==> src/source/hazard_macros.svh <==
`ifndef HAZARD_MACROS_SVH
`define HAZARD_MACROS_SVH

////////////////////////////////////////////////////////////
// Widths
////////////////////////////////////////////////////////////
`define INSTR_W 32
`define REG_W   5
`define TIME_W  2
`define FWD_W   2

// Instruction field positions
`define OP_MSB 31
`define OP_LSB 26
`define RS_MSB 25
`define RS_LSB 21
`define RT_MSB 20
`define RT_LSB 16
`define RD_MSB 15
`define RD_LSB 11
`define FN_MSB 5
`define FN_LSB 0

////////////////////////////////////////////////////////////
// Opcodes and funct codes
////////////////////////////////////////////////////////////
`define OP_ADDSUB_R 6'b000000
`define OP_ORI      6'b001101
`define OP_LUI      6'b001111
`define OP_LW       6'b100011
`define OP_SW       6'b101011
`define OP_BEQ      6'b000100
`define OP_J        6'b000010
`define OP_JAL      6'b000011

`define FN_ADD 6'b100000
`define FN_SUB 6'b100010
`define FN_JR  6'b001000

// Forwarding selects
`define FWD_NONE   2'd0
`define FWD_FROM_E 2'd1
`define FWD_FROM_M 2'd2

// Link register for jal
`define RA_REG 5'd31

// Bubble word
`define NOP_INSTR 32'h0000_0000

`endif

==> src/source/hazardPkg.sv <==
`include "hazard_macros.svh"

package hazardPkg;

    ////////////////////////////////////////////////////////////
    // Pipeline word and register types
    ////////////////////////////////////////////////////////////

    // Full instruction word as fetched
    typedef logic [`INSTR_W-1:0] instr_t;

    // Register number where zero means no register
    typedef logic [`REG_W-1:0] regNum_t;

    // Cycles until an operand is needed or a result exists
    typedef logic [`TIME_W-1:0] stageTime_t;

    ////////////////////////////////////////////////////////////
    // Forwarding
    ////////////////////////////////////////////////////////////

    // Operand source picked in decode
    typedef logic [`FWD_W-1:0] fwdSel_t;

endpackage

==> src/source/useDecoder.sv <==
`include "hazard_macros.svh"

module useDecoder import hazardPkg::*; (
    input  instr_t     instrD,
    output regNum_t    rsUse,
    output regNum_t    rtUse,
    output stageTime_t rsTuse,
    output stageTime_t rtTuse
);

    logic [5:0] opcode;
    logic [5:0] funct;
    regNum_t    rs;
    regNum_t    rt;

    // Field split of the decode-stage word
    assign opcode = instrD[`OP_MSB:`OP_LSB];
    assign funct  = instrD[`FN_MSB:`FN_LSB];
    assign rs     = instrD[`RS_MSB:`RS_LSB];
    assign rt     = instrD[`RT_MSB:`RT_LSB];

    ////////////////////////////////////////////////////////////
    // Source registers and Tuse
    ////////////////////////////////////////////////////////////
    always_comb begin
        // Nothing read unless the opcode says so
        rsUse  = '0;
        rtUse  = '0;
        rsTuse = 2'd0;
        rtTuse = 2'd0;

        case (opcode)
            `OP_ADDSUB_R: begin
                if (funct == `FN_ADD || funct == `FN_SUB) begin
                    rsUse  = rs;
                    rtUse  = rt;
                    rsTuse = 2'd1;
                    rtTuse = 2'd1;
                end else if (funct == `FN_JR) begin
                    // Jump target needed right in decode
                    rsUse  = rs;
                    rsTuse = 2'd0;
                end
            end
            `OP_ORI,
            `OP_LW: begin
                rsUse  = rs;
                rsTuse = 2'd1;
            end
            `OP_SW: begin
                // Store data is only needed in the memory stage
                rsUse  = rs;
                rtUse  = rt;
                rsTuse = 2'd1;
                rtTuse = 2'd2;
            end
            `OP_BEQ: begin
                // Compared in decode
                rsUse  = rs;
                rtUse  = rt;
                rsTuse = 2'd0;
                rtTuse = 2'd0;
            end
            `OP_LUI,
            `OP_J,
            `OP_JAL: begin
                // No register operands
                rsUse = '0;
                rtUse = '0;
            end
            default: begin
                rsUse = '0;
                rtUse = '0;
            end
        endcase
    end

endmodule

==> src/source/writeDecoder.sv <==
`include "hazard_macros.svh"

module writeDecoder import hazardPkg::*; (
    input  instr_t     instrE,
    output regNum_t    destE,
    output stageTime_t tnewE
);

    logic [5:0] opcode;
    logic [5:0] funct;
    regNum_t    rt;
    regNum_t    rd;

    assign opcode = instrE[`OP_MSB:`OP_LSB];
    assign funct  = instrE[`FN_MSB:`FN_LSB];
    assign rt     = instrE[`RT_MSB:`RT_LSB];
    assign rd     = instrE[`RD_MSB:`RD_LSB];

    ////////////////////////////////////////////////////////////
    // Destination and Tnew of the execute-stage instruction
    ////////////////////////////////////////////////////////////
    always_comb begin
        // Destination zero stands for no write
        destE = '0;
        tnewE = 2'd0;

        case (opcode)
            `OP_ADDSUB_R: begin
                if (funct == `FN_ADD || funct == `FN_SUB) begin
                    destE = rd;
                    tnewE = 2'd1;
                end
            end
            `OP_LW: begin
                // Data arrives after the memory stage
                destE = rt;
                tnewE = 2'd2;
            end
            `OP_ORI,
            `OP_LUI: begin
                destE = rt;
                tnewE = 2'd1;
            end
            `OP_JAL: begin
                // Return address is known already in E
                destE = `RA_REG;
                tnewE = 2'd0;
            end
            default: begin
                destE = '0;
                tnewE = 2'd0;
            end
        endcase
    end

endmodule

==> src/source/stageTracker.sv <==
`include "hazard_macros.svh"

module stageTracker import hazardPkg::*; (
    input  logic       clk,
    input  logic       rstN,
    input  instr_t     instrD,
    input  logic       stall,
    input  regNum_t    destE,
    input  stageTime_t tnewE,
    output instr_t     instrE,
    output regNum_t    destM,
    output stageTime_t tnewM
);

    stageTime_t tnewAged;

    ////////////////////////////////////////////////////////////
    // ID/EX instruction register
    ////////////////////////////////////////////////////////////

    // A stalled decode instruction stays in D while E gets a bubble
    always_ff @(posedge clk) begin
        if (!rstN) begin
            instrE <= `NOP_INSTR;
        end else if (stall) begin
            instrE <= `NOP_INSTR;
        end else begin
            instrE <= instrD;
        end
    end

    ////////////////////////////////////////////////////////////
    // EX/MEM write record
    ////////////////////////////////////////////////////////////

    // One stage closer to the result, floor at zero
    always_comb begin
        if (tnewE == 2'd0) begin
            tnewAged = 2'd0;
        end else begin
            tnewAged = tnewE - 2'd1;
        end
    end

    // M keeps moving during a stall
    always_ff @(posedge clk) begin
        if (!rstN) begin
            destM <= '0;
            tnewM <= 2'd0;
        end else begin
            destM <= destE;
            tnewM <= tnewAged;
        end
    end

    // Largest Tnew out of E is two, so M can see at most one
    tnewMBounded: assert property (
        @(posedge clk) disable iff (!rstN)
        tnewM <= 2'd1
    ) else $error("tnewM exceeds one");

endmodule

==> src/source/stallControl.sv <==
`include "hazard_macros.svh"

module stallControl import hazardPkg::*; (
    input  regNum_t    rsUse,
    input  regNum_t    rtUse,
    input  stageTime_t rsTuse,
    input  stageTime_t rtTuse,
    input  regNum_t    destE,
    input  stageTime_t tnewE,
    input  regNum_t    destM,
    input  stageTime_t tnewM,
    input  logic       clk,
    output logic       stall,
    output fwdSel_t    fwdRsSel,
    output fwdSel_t    fwdRtSel
);

    logic rsStallE;
    logic rsStallM;
    logic rtStallE;
    logic rtStallM;

    ////////////////////////////////////////////////////////////
    // Compare helpers
    ////////////////////////////////////////////////////////////

    // Result will not exist by the time the operand is needed
    function automatic logic lateResult(
        input regNum_t    src,
        input stageTime_t tuse,
        input regNum_t    dest,
        input stageTime_t tnew
    );
        return (src != '0) && (src == dest) && (tuse < tnew);
    endfunction

    // E is younger, so its value wins over M
    function automatic fwdSel_t pickFwd(
        input regNum_t    src,
        input regNum_t    dstE,
        input stageTime_t tnwE,
        input regNum_t    dstM,
        input stageTime_t tnwM
    );
        fwdSel_t sel;
        sel = `FWD_NONE;
        if (src != '0 && src == dstE && tnwE == 2'd0) begin
            sel = `FWD_FROM_E;
        end else if (src != '0 && src == dstM && tnwM == 2'd0) begin
            sel = `FWD_FROM_M;
        end
        return sel;
    endfunction

    ////////////////////////////////////////////////////////////
    // Stall and forwarding
    ////////////////////////////////////////////////////////////
    assign rsStallE = lateResult(rsUse, rsTuse, destE, tnewE);
    assign rsStallM = lateResult(rsUse, rsTuse, destM, tnewM);
    assign rtStallE = lateResult(rtUse, rtTuse, destE, tnewE);
    assign rtStallM = lateResult(rtUse, rtTuse, destM, tnewM);

    assign stall = rsStallE | rsStallM | rtStallE | rtStallM;

    assign fwdRsSel = pickFwd(rsUse, destE, tnewE, destM, tnewM);
    assign fwdRtSel = pickFwd(rtUse, destE, tnewE, destM, tnewM);

    // A stall puts a bubble into E, so E cannot cause the next one
    stallClearsE: assert property (
        @(posedge clk) stall |=> !(rsStallE || rtStallE)
    ) else $error("stall against E right after a bubble");

    // A load-use conflict resolves within two stall cycles
    stallAtMostTwo: assert property (
        @(posedge clk) (stall && $past(stall)) |=> !stall
    ) else $error("stall held for more than two cycles");

endmodule

==> src/source/hazardUnit.sv <==
module hazardUnit import hazardPkg::*; (
    input  logic    clk,
    input  logic    rstN,
    input  instr_t  instrD,
    output logic    stall,
    output fwdSel_t fwdRsSel,
    output fwdSel_t fwdRtSel
);

    // Decode-stage uses
    regNum_t    rsUse;
    regNum_t    rtUse;
    stageTime_t rsTuse;
    stageTime_t rtTuse;

    // Pending writes in E and M
    instr_t     instrE;
    regNum_t    destE;
    stageTime_t tnewE;
    regNum_t    destM;
    stageTime_t tnewM;

    useDecoder i_useDecoder (
        .instrD (instrD),
        .rsUse  (rsUse),
        .rtUse  (rtUse),
        .rsTuse (rsTuse),
        .rtTuse (rtTuse)
    );

    writeDecoder i_writeDecoder (
        .instrE (instrE),
        .destE  (destE),
        .tnewE  (tnewE)
    );

    stageTracker i_stageTracker (
        .clk    (clk),
        .rstN   (rstN),
        .instrD (instrD),
        .stall  (stall),
        .destE  (destE),
        .tnewE  (tnewE),
        .instrE (instrE),
        .destM  (destM),
        .tnewM  (tnewM)
    );

    stallControl i_stallControl (
        .rsUse    (rsUse),
        .rtUse    (rtUse),
        .rsTuse   (rsTuse),
        .rtTuse   (rtTuse),
        .destE    (destE),
        .tnewE    (tnewE),
        .destM    (destM),
        .tnewM    (tnewM),
        .clk      (clk),
        .stall    (stall),
        .fwdRsSel (fwdRsSel),
        .fwdRtSel (fwdRtSel)
    );

endmodule

==> config.mk <==
export PLATFORM = sky130hd
export DESIGN_NAME = hazardUnit
export DESIGN_NICKNAME = d
export VERILOG_FILES = /design/src/source/hazardPkg.sv /design/src/source/useDecoder.sv /design/src/source/writeDecoder.sv /design/src/source/stageTracker.sv /design/src/source/stallControl.sv /design/src/source/hazardUnit.sv
export VERILOG_INCLUDE_DIRS = /design/src /design/src/source
export SDC_FILE = /design/constraint.sdc
export NUM_CORES = 1
export LEC_CHECK = 0
export BUFFER_PORTS_ARGS = -buffer_cell sky130_fd_sc_hd__buf_2
export CAP_MARGIN = 25
export CORE_MARGIN = 5
export CORE_UTILIZATION = 48
export CTS_BUF_LIST = sky130_fd_sc_hd__clkbuf_16
export DETAILED_ROUTE_END_ITERATION = 12
export GPL_ROUTABILITY_DRIVEN = 0
export GPL_TIMING_DRIVEN = 1
export PLACE_DENSITY = 0.81
export SLEW_MARGIN = 20
export SYNTH_ARGS = -nofsm -noshare
export SYNTH_HDL_FRONTEND = slang
export SYNTH_HIERARCHICAL = 1
export SYNTH_SLANG_ARGS = --single-unit
==> constraint.sdc <==
create_clock -name clk -period 2.7 [get_ports clk]
set_input_delay 0.405 -clock clk [delete_from_list [all_inputs] [get_ports clk]]
set_output_delay 0.405 -clock clk [all_outputs]
set_load 0.02 [all_outputs]
-- Word-level counts from Yosys, hierarchy flattened
Cells that the tools add are included.
- register bits after elaboration: 39
- $add $sub $neg: 1
- magnitude comparators: 4
- equality and inequality tests: 17
- mux-type cells: 16
- bitwise operators: 4
- reductions and logical operators: 27
- operators by type and width (operator ; number):
    equality test 6 bit (second input constant) ; 7
    equality test 6 x 4 -> 1 bit (second input constant) ; 4
    equality test 5 bit ; 4
    two-way mux 5 bit ; 4
    case mux 5 bit (2 select lines) ; 2
    case mux 5 bit (3 select lines) ; 1
    logical AND 1 bit ; 12
    logical NOT 6 bit ; 2
    nonzero test 5 bit ; 2
    less-than comparator 2 bit ; 4
    two-way mux 2 bit ; 4
    case mux 2 bit (2 select lines) ; 2
    OR reduction 2 bit ; 4
    equality test 6 x 2 -> 1 bit (second input constant) ; 1
    equality test 6 x 3 -> 1 bit (second input constant) ; 1
    case mux 2 bit (3 select lines) ; 1
    OR reduction 3 bit ; 2
    logical NOT 2 bit ; 2
    OR reduction 4 bit ; 1
    bitwise OR 1 bit ; 3
    logical OR 1 bit ; 2
    two-way mux 1 bit ; 2
    subtractor 2 x 1 -> 2 bit (second input constant) ; 1
    inverter 1 bit ; 1

-- Depth between registers and ports, before layout
Gate-level depths: netlist (run 1).
- depth in word-level cells: 11
- depth in mapped cells: 10
- gate-level depth less buffers: 8

-- By module
The synthesis (run 1) kept the hierarchy.
- by module, submodules not included (module ; times used ; cells each ; area an instance (µm²) ; sequential area each (µm²)):
    stageTracker ; 1 ; 88 ; 1199.9 ; 780.7
    stallControl ; 1 ; 59 ; 466.7 ; 0.0
    useDecoder ; 1 ; 43 ; 310.3 ; 0.0
    writeDecoder ; 1 ; 17 ; 146.4 ; 0.0

-- Least setup slack after synthesis (run 1)
OpenSTA, ideal clock, no wires.
- kind: input-to-reg
- from: in instrD[28]
- to: reg i_stageTracker.instrE[0]
- setup time: 0.115 ns
- arrival time: 2.518 ns
- required time: 2.585 ns
- slack: 0.066 ns
- cell stages on the path: 9
- path buffers: 1
- cell sequence: and4b_4 > a21oi_2 > o32ai_1 > nor4_4 > a211oi_1 > nand3_1 > nand4_1 > buf_6 > and3b_1
- cells in the longest elaborated chain, start to end: 10
- elaborated cells on any way between the ends: 34
- those cells by class: order compare (4); eq/ne (8); mux (4); bitwise (3); reduce/logical (15)
- RTL lines (item ; line ; source):
    from (decl) ; hazardUnit.sv:4 ; input instr_t instrD,
    equality test 6 x 4 -> 1 bit (tied with other cells) ; useDecoder.sv:32 ; case (opcode)
    OR reduction 4 bit (no line) ; n/a ;
    case mux 5 bit (2 select lines) (*) ; useDecoder.sv:32 ;
    named net rsUse[0] ; hazardUnit.sv:11 ; regNum_t rsUse;
    equality test 5 bit or nonzero test 5 bit (tied branches) ; stallControl.sv:34 ; return (src != '0) && (src == dest) && (tuse < tnew);
    logical AND 1 bit (2 in series) ; stallControl.sv:34 ;
    bitwise OR 1 bit (*) (3 in series) ; stallControl.sv:63 ; assign stall = rsStallE | rsStallM | rtStallE | rtStallM;
    named net stall ; hazardUnit.sv:5 ; output logic stall,
    OR reduction 2 bit (no line) (*) ; n/a ;
    to (signal assigned) ; stageTracker.sv:24 ; instrE <= `NOP_INSTR;
    to (signal assigned) ; stageTracker.sv:26 ; instrE <= `NOP_INSTR;
    to (signal assigned) ; stageTracker.sv:28 ; instrE <= instrD;
    to (decl) ; stageTracker.sv:10 ; output instr_t instrE,
Mark *: on every way through the listed nets, which the timed path passes. The rest lies on a longest branch.
A chain may end at the register's enable or synchronous reset.

-- Worst setup path after layout (run 1)
- from: in instrD[5]
- to: out stall
- cells in the longest elaborated chain, start to end: 10
- elaborated cells on any way between the ends: 33
- those cells by class: order compare (4); eq/ne (7); mux (8); bitwise (3); reduce/logical (11)
- RTL lines (item ; line ; source):
    equality test 6 x 4 -> 1 bit (no line) or equality test 6 bit (tied branches) ; n/a ;
    two-way mux 5 bit or logical OR 1 bit (tied branches) ; n/a ;
    two-way mux 5 bit (*) ; useDecoder.sv:34 ; if (funct == `FN_ADD || funct == `FN_SUB) begin
    case mux 5 bit (2 select lines) (*) ; useDecoder.sv:32 ;
    named net rsUse[1] ; hazardUnit.sv:11 ;
    equality test 5 bit or nonzero test 5 bit (tied branches) ; stallControl.sv:34 ;
    logical AND 1 bit (2 in series) ; stallControl.sv:34 ;
    bitwise OR 1 bit (*) (3 in series) ; stallControl.sv:63 ;
    to (decl) ; hazardUnit.sv:5 ;
Marks and branches as above.

==> results of run 1 <==
## worst paths after layout
path                          endpoint  slack (ns)  depth (start not counted)
max reg2reg  i_stageTracker/instrE[31]        0.34                         10
min          i_stageTracker/instrE[11]        0.39                          2
max                              stall       0.005                         11
min reg2reg    i_stageTracker/destM[0]        0.66                          2
## state kept, by name, indices dropped and copies added (netlist names)
signal / count
i_stageTracker/instrE: 21
i_stageTracker/destM: 5
i_stageTracker/tnewM: 2
## power by group through the flow
stage,Sequential (uW),Clock [uW],Combinational [uW]
finish,449,323,198
global route,452,340,217
CTS,447,322,167
detailed placement,456,0,166
global placement,455,0,161
floorplan,453,0,113
## what timing repair did
action,CTS,global route
endpoints found under the hold margin,0,0
pin swaps,0,22
hold buffers,0,0
setup buffers,0,7
endpoints found under the setup margin,2,5
resized for setup,3,45
## worst max-delay path, cell delays in order
cell and delay [ns]:
buf_2 0.11, nor2b_1 0.18, buf_4 0.16, o21ai_0 0.21, o32ai_2 0.12, buf_4 0.17, nor4_4 0.33, a211oi_2 0.13
nand3_1 0.09, nand4_1 0.19, buf_6 0.19
## per-layer routing
metal | GRT usage [%] | up-vias | wire (um)
met1 | 19.6 | 705 | 1900
met4 | 4.59 | 0 | 62
met2 | 28.4 | 34 | 2180
met3 | 2.81 | 9 | 194
met5 | 0 | - | 0
li1 | - | 764 | -
## cell type report
cell class / count / area (um^2)
clock buffers: 3 / 75.1
fillers: 274 / 1230
inverters: 13 / 48.8
multi-input cells: 134 / 1290
flip-flops and latches: 28 / 561
well taps: 48 / 60.1
repair buffers: 56 / 400
## cells in the final DEF (no fill, tap or decap), drive strengths merged
cell type and n:
nand3 7, nor3 7, a21oi 7, nor2b 1, conb 1, nand2 1, a211oi 4, a32oi 1
nor4 4, dfxtp 28, a221o 5, and2 5, nor2 6, o21ai 6, and3b 22, nand4 2
xnor2 1, xor2 20, o21bai 1, and4b 1, nor4b 1, nand4bb 1, and3 5, nand2b 5
clkbuf 3, inv 13, buf 56, a21boi 5, nor3b 4, ha 5, nand3b 1, o32ai 5
## per-stage QoR
stage	total power, uW	std cells	hold WS, ns	util (%)
floorplan	566	185	0.569	-
global placement	617	274	0.649	57.2
detailed placement	622	274	0.651	57.2
CTS	937	277	0.385	59.5
global route	1010	282	0.387	66.5
finish	970	282	0.386	66.5
==> flow_metrics.env, run 1 <==
export IMPL_setup_tns_ns=0
export IMPL_diodes=0
export IMPL_numCtsBuffers=3
export IMPL_hp_start="instrD[11]"
export IMPL_cts_buffer_depth=2
export IMPL_rows=22
export IMPL_drc=0
export IMPL_switching_share_pct=24.4
export IMPL_totalWireLength_mm=4.34
export IMPL_synthCells=185
export IMPL_p_int_uw=734
export IMPL_place_hpwl_mm=3.03
export IMPL_antenna_left=0
export IMPL_drt_pass1_iter_count=4
export IMPL_r2r_start="i_stageTracker/instrE[28]"
export IMPL_p_per_area_nw_per_um2=398
export IMPL_initialDrtViolationCount=53
export IMPL_die_h_um=71.4
export IMPL_post_drt_wl_per_cell_um=15.4
export IMPL_dieArea_um2=5090
export IMPL_dpl_cell_area_um2=2090
export IMPL_required_ns=2.30
export IMPL_clock_skew_final_ns=0.00161
export IMPL_synth_area_um2=1810
export IMPL_dpl_worst_slack_ns=-0.0751
export IMPL_endpoint_kind="output port"
export IMPL_grt_setup_unrepaired="true"
export IMPL_syn_avg_cell_area_um2=9.77
export IMPL_ios=39
export IMPL_cts_root_buf="clkbuf_16"
export IMPL_ir_drop_uv=366
export IMPL_finalHoldViolations=0
export IMPL_die_x_um=71.4
export IMPL_crit_type="in2out"
export IMPL_hold_path_class="in2reg"
export IMPL_grt_pass1_vias=1450
export IMPL_num_nets_final=275
export IMPL_syn_num_nets=224
export IMPL_insertion_delay_ns=0.26
export IMPL_maxCapViolCount=0
export IMPL_core_area_um2=3660
export IMPL_max_freq_ghz=0.371
export IMPL_post_route_min_period_ns=2.70
export IMPL_cts_tree="built"
export IMPL_h_tree_depth=1
export IMPL_p_seq_share_pct=46.3
export IMPL_power_leakage_uw=0.00116
export IMPL_setup_viol=0
export IMPL_timing_final_max_slew_violations=0
export IMPL_crit_start="instrD[5]"
export IMPL_clock_power_share_pct=33.3
export IMPL_clock_sinks=28
export IMPL_clk_pin_slew_ns=0.06
export IMPL_initial_utilization_pct=49.4
export IMPL_vias=1512
export IMPL_power_frac_comb_pct=20.4
export IMPL_numPortBuffers=33
export IMPL_status="finished, final reports clean"
export IMPL_min_period_over_period_pct=99.8
export IMPL_yosys_warnings=6
export IMPL_syn_to_final_growth_pct=34.8
export IMPL_arrival_ns=2.29
export IMPL_vias_per_cell=5.36
export IMPL_finalInstanceArea_um2=2430
export IMPL_grt_pass1_wl_mm=6.59
export IMPL_grt_max_degree=29
export IMPL_cp_max_fo=5
export IMPL_start_kind="primary input"
export IMPL_gr_total_overflow=0
export IMPL_antenna_found_initial=0
export IMPL_drive_gt1_share_pct=43.2
export IMPL_grtUsageTotal_pct=16.0
export IMPL_fin_ws_ns=0.00452
export IMPL_power_switching_uw=236
Power figures use the tool's default switching activity.
==> run 2: changes to the inputs <==
- CORE_ASPECT_RATIO: unset -> 0.6
- SLEW_MARGIN: 20 -> 15
==> run 2 against run 1 <==
Net effect:
- the flow now finishes with violations (negative setup slack)
- clock skew about the same
- hold slack is essentially flat
- largest cell class unchanged
- largest power group unchanged
- sequential share of layout area is 0.92 points lower
==> flow_metrics.env, run 2 (same netlist as run 1, synthesis figures left out) <==
export IMPL_tightest_slew_ns=0.512
export IMPL_core_area_um2=3660
export IMPL_switching_share_pct=23.8
export IMPL_antenna_found_initial=0
export IMPL_die_x_um=89.2
export IMPL_post_route_min_period_ns=2.75
export IMPL_post_drt_wl_per_cell_um=17.0
export IMPL_min_period_over_period_pct=102
export IMPL_p_per_area_nw_per_um2=437
export IMPL_power_leakage_uw=0.00120
export IMPL_initialDrtViolationCount=129
export IMPL_num_nets_final=282
export IMPL_relSlewSlack_pct=65.8
export IMPL_largest_reg_flops=21
export IMPL_totalWireLength_mm=4.90
export IMPL_critPathSlowestCell="and4b_4"
export IMPL_drt_pass1_iter_count=4
export IMPL_hold_path_class="in2reg"
export IMPL_setup_viol=2
export IMPL_ios=39
export IMPL_drc=0
export IMPL_h_tree_depth=1
export IMPL_p_int_uw=850
export IMPL_setup_tns_ns=-0.0488
export IMPL_clock_sinks=28
export IMPL_place_hpwl_mm=3.47
export IMPL_grt_pass1_vias=1604
export IMPL_timing_final_max_slew_violations=0
export IMPL_ir_drop_uv=400
export IMPL_reg_top3="i_stageTracker/instrE x21, i_stageTracker/destM x5, i_stageTracker/tnewM x2"
export IMPL_numPortBuffers=33
export IMPL_path_delay_family="simple AND/OR/NAND/NOR gates"
export IMPL_grt_max_degree=29
export IMPL_crit_top_cell="buf_4"
export IMPL_cts_root_buf="clkbuf_16"
export IMPL_grtUsageTotal_pct=19.3
export IMPL_fin_util_pct=69.8
export IMPL_vias=1592
export IMPL_diodes=0
export IMPL_critical_path_cell_chain="clkbuf_4 -> and4b_4 -> a32oi_4 -> buf_4 -> a21boi_1 -> buf_4 -> xor2_1 -> a211oi_2 -> nand3_1 -> nand4_1 -> buf_6"
export IMPL_required_ns=2.30
export IMPL_die_h_um=57.5
export IMPL_fin_ws_ns=-0.0477
export IMPL_violations="negative setup slack"
export IMPL_rows=17
export IMPL_endpoint_kind="output port"
export IMPL_insertion_delay_ns=0.26
export IMPL_dieArea_um2=5130
export IMPL_crit_buf_inv=4
export IMPL_cts_tree="built"
export IMPL_grt_setup_unrepaired="true"
export IMPL_vias_per_cell=5.51
export IMPL_drive_gt1_share_pct=45.9
export IMPL_finalHoldViolations=0
export IMPL_p_seq_share_pct=40.6
export IMPL_cpPeakStageDelay_ns=0.38
export IMPL_arrival_ns=2.34
export IMPL_power_uw=1120
export IMPL_gr_total_overflow=0
export IMPL_numCtsBuffers=3
export IMPL_syn_to_final_growth_pct=41.3
export IMPL_cts_buffer_depth=2
export IMPL_power_switching_uw=266
export IMPL_dpl_worst_slack_ns=-0.133
export IMPL_cp_max_fo=5
export IMPL_clk_pin_slew_ns=0.07
export IMPL_antenna_left=0
export IMPL_final_cell_mix="26 x buf_4, 26 x buf_2, 25 x dfxtp_1"
export IMPL_clock_skew_final_ns=0.00192
export IMPL_top_register="i_stageTracker/instrE"
export IMPL_crit_type="in2out"
export IMPL_n_fill_cell=283
export IMPL_clock_power_share_pct=39.1
export IMPL_initial_utilization_pct=49.4
export IMPL_status="finished with violations"
export IMPL_maxCapViolCount=0
export IMPL_final_cells=289
export IMPL_start_kind="primary input"
export IMPL_grt_pass1_wl_mm=7.67
export IMPL_max_freq_ghz=0.364
export IMPL_place_inst=279
export IMPL_power_frac_comb_pct=20.3
## run 2: changes by cell type in the layout (fill, tap and decap cells not counted), sizes merged
| cell | change |
|---|---|
| clkbuf | +2 |
| bufinv | +1 |
| buf | +5 |
## run 2: final timing paths
check | from | end | slack, ns | depth (start not counted)
min reg2reg | i_stageTracker/instrE[15] | i_stageTracker/destM[4] | 0.70 | 2
min | instrD[11] | i_stageTracker/instrE[11] | 0.39 | 2
max | instrD[28] | stall | -0.05 | 11
max reg2reg | i_stageTracker/instrE[27] | i_stageTracker/instrE[18] | 0.08 | 11
## run 2: layer usage
metal	vias up	wire length (um)	GRT usage, %
met5	-	0	0
met4	0	8	1.91
met3	2	346	5.34
met2	54	2240	30.3
met1	759	2310	27.3
li1	777	-	-
## run 2: power by group through the flow
stage,Sequential [uW],Combinational [uW],Clock [uW]
6_report,453,226,436
5_1_grt,455,244,465
4_1_cts,450,197,443
3_5_place_dp,457,176,0
3_3_place_gp,456,170,0
2_1_floorplan,453,113,0
## run 2: area by class of cell
cell class	count	area, um^2	share of cell area, %
multi-input cells	134	1310	51.1
flip-flops and latches	28	564	22.1
repair buffers	63	472	18.5
clock buffers	3	75.1	2.94
well taps	47	58.8	2.30
inverters	13	48.8	1.91
clock inverters	1	30.0	1.18
## run 2: stage by stage
step	hold slack [ns]	instance area, um^2
after floorplan	0.569	1810
after global placement	0.650	2120
after detailed placement	0.655	2120
after CTS	0.386	2370
after global routing	0.390	2550
final	0.386	2550
## run 2: repair_timing
item                       CTS  global route
cloned                       0             1
hold buffers                 0             0
setup endpoints to repair    5            21
buffers inserted             2             4
pin swaps                   14            21
gates resized for setup     26            24
==> run 3: changes to the inputs <==
- CORE_MARGIN: 5 -> 1
==> run 3 against run 2 <==
Net effect:
- utilization grew 1.9 points
- global-route usage grew 4.0 points
- first-iteration DRC count is 58% lower
- routed wire length decreased by 11%
- critical endpoint unchanged
- largest power group unchanged
- register-to-register slack improved by 0.12 ns
- the run still ends with negative setup slack left
- cell area down 3.8%
- sequential share of layout area up 0.98 points
- critical path type is now reg2out
==> flow_metrics.env, run 3 (same netlist as run 1, synthesis figures left out) <==
export IMPL_grt_pass1_vias=1464
export IMPL_timing_final_max_slew_violations=0
export IMPL_post_drt_wl_per_cell_um=15.7
export IMPL_antenna_left=0
export IMPL_grtUsageTotal_pct=23.3
export IMPL_die_x_um=81.2
export IMPL_hold_path_class="in2reg"
export IMPL_n_fill_cell=223
export IMPL_fin_ws_ns=-0.0625
export IMPL_drt_pass1_iter_count=4
export IMPL_num_nets_final=275
export IMPL_whs_path_depth=2
export IMPL_die_h_um=49.5
export IMPL_start_kind="register"
export IMPL_gr_total_overflow=0
export IMPL_vias_per_cell=5.36
export IMPL_p_per_area_nw_per_um2=442
export IMPL_cts_root_buf="clkbuf_16"
export IMPL_place_hpwl_mm=3.20
export IMPL_numPortBuffers=33
export IMPL_fin_util_pct=71.7
export IMPL_clock_sinks=28
export IMPL_rows=16
export IMPL_syn_to_final_growth_pct=35.9
export IMPL_cts_tree="built"
export IMPL_drive_gt1_share_pct=44.3
export IMPL_initial_utilization_pct=52.8
export IMPL_crit_type="reg2out"
export IMPL_required_ns=2.30
export IMPL_post_route_min_period_ns=2.76
export IMPL_violations="negative setup slack"
export IMPL_rr_endpoint="i_stageTracker/instrE[29]"
export IMPL_h_tree_depth=1
export IMPL_antenna_found_initial=0
export IMPL_maxCapViolCount=0
export IMPL_diodes=0
export IMPL_clock_skew_final_ns=0.00601
export IMPL_cp_max_fo=5
export IMPL_drc=0
export IMPL_totalWireLength_mm=4.39
export IMPL_numCtsBuffers=3
export IMPL_top_register="i_stageTracker/instrE"
export IMPL_multiInputGateArea_um2=1280
export IMPL_final_cell_mix="25 x dfxtp_1, 25 x buf_2, 23 x buf_4"
export IMPL_grt_setup_unrepaired="true"
export IMPL_clk_pin_slew_ns=0.07
export IMPL_insertion_delay_ns=0.26
export IMPL_finalHoldViolations=0
export IMPL_cts_buffer_depth=2
export IMPL_r2r_start="i_stageTracker/instrE[29]"
export IMPL_grt_pass1_wl_mm=7.12
export IMPL_power_leakage_uw=0.00118
export IMPL_ir_drop_uv=364
export IMPL_largest_reg_flops=21
export IMPL_ios=39
export IMPL_arrival_ns=2.36
export IMPL_r2r_cells=10
export IMPL_status="finished with violations"
export IMPL_core_area_um2=3420
export IMPL_reg_top3="i_stageTracker/instrE x21, i_stageTracker/destM x5, i_stageTracker/tnewM x2"
export IMPL_dpl_cell_area_um2=2080
export IMPL_initialDrtViolationCount=54
export IMPL_r2r_slack_ns=0.20
export IMPL_dieArea_um2=4020
export IMPL_crit_start="i_stageTracker/instrE[29]"
export IMPL_finalInstanceArea_um2=2460
export IMPL_ff_latch_area_um2=567
export IMPL_worstSetupEndpoint="stall"
export IMPL_grt_max_degree=29
export IMPL_endpoint_kind="output port"
export IMPL_vias=1500
export IMPL_setup_viol=2
export IMPL_max_freq_ghz=0.362
export IMPL_min_period_over_period_pct=102
## run 3: worst min-delay path by stage
stage	startpoint	end	slack (ns)
3_3_place_gp	instrD[15]	i_stageTracker/instrE[15]	0.65
4_1_cts	instrD[13]	i_stageTracker/instrE[13]	0.38
5_1_grt	instrD[13]	i_stageTracker/instrE[13]	0.38
6_report	instrD[13]	i_stageTracker/instrE[13]	0.39
3_5_place_dp	instrD[13]	i_stageTracker/instrE[13]	0.65
2_1_floorplan	instrD[0]	i_stageTracker/instrE[0]	0.57
## run 3: report_power, final
| part | total [uW] | internal (uW) | leakage (uW) | switching [uW] |
|---|---|---|---|---|
| sequential | 451 | 437 | 0.000232 | 14.1 |
| combinational | 200 | 104 | 0.000894 | 96.1 |
| clock | 434 | 295 | 0.0000511 | 139 |
## run 3: layout make-up
class,count,area share (%)
multi-input combinational,134,52.1
clock inverter,1,1.22
inverter,13,1.99
clock buffer,3,3.06
timing repair buffer,56,16.3
sequential,28,23.1
tap,45,2.29
## run 3: critical path, cell delays in order, from the launching register on
cell and delay, ns:
dfxtp_4 0.37, nand4bb_1 0.17, a21oi_2 0.11, a221o_1 0.40
buf_4 0.16, xor2_2 0.17, a211oi_2 0.25, nand3_1 0.10
nand4_1 0.21, buf_6 0.15
## run 3: metrics by stage
stage | std cells | setup WS, ns | setup TNS, ns | power (uW) | hold slack [ns]
after CTS | 278 | 0.00151 | 0 | 1070 | 0.382
after global placement | 271 | -0.121 | -1.37 | 617 | 0.652
final | 280 | -0.0625 | -0.0680 | 1080 | 0.386
after detailed placement | 271 | -0.192 | -3.41 | 623 | 0.651
after floorplan | 185 | 0.0832 | 0 | 566 | 0.569
after global routing | 280 | -0.166 | -0.392 | 1130 | 0.384
## run 3: layer usage
| metal | vias up | part of all wire (%) | GRT usage (%) |
|---|---|---|---|
| li1 | 765 | - | - |
| met1 | 708 | 53 | 35.2 |
| met2 | 27 | 45 | 35.7 |
| met3 | 0 | 2.7 | 4.63 |
| met4 | 0 | 0 | 0.893 |
| met5 | - | 0 | 0 |
## run 3: timing repair
item,CTS,global route
hold buffers,0,0
setup buffers,3,3
pin swaps,16,14
setup endpoints to repair,5,5
resized for setup,34,20
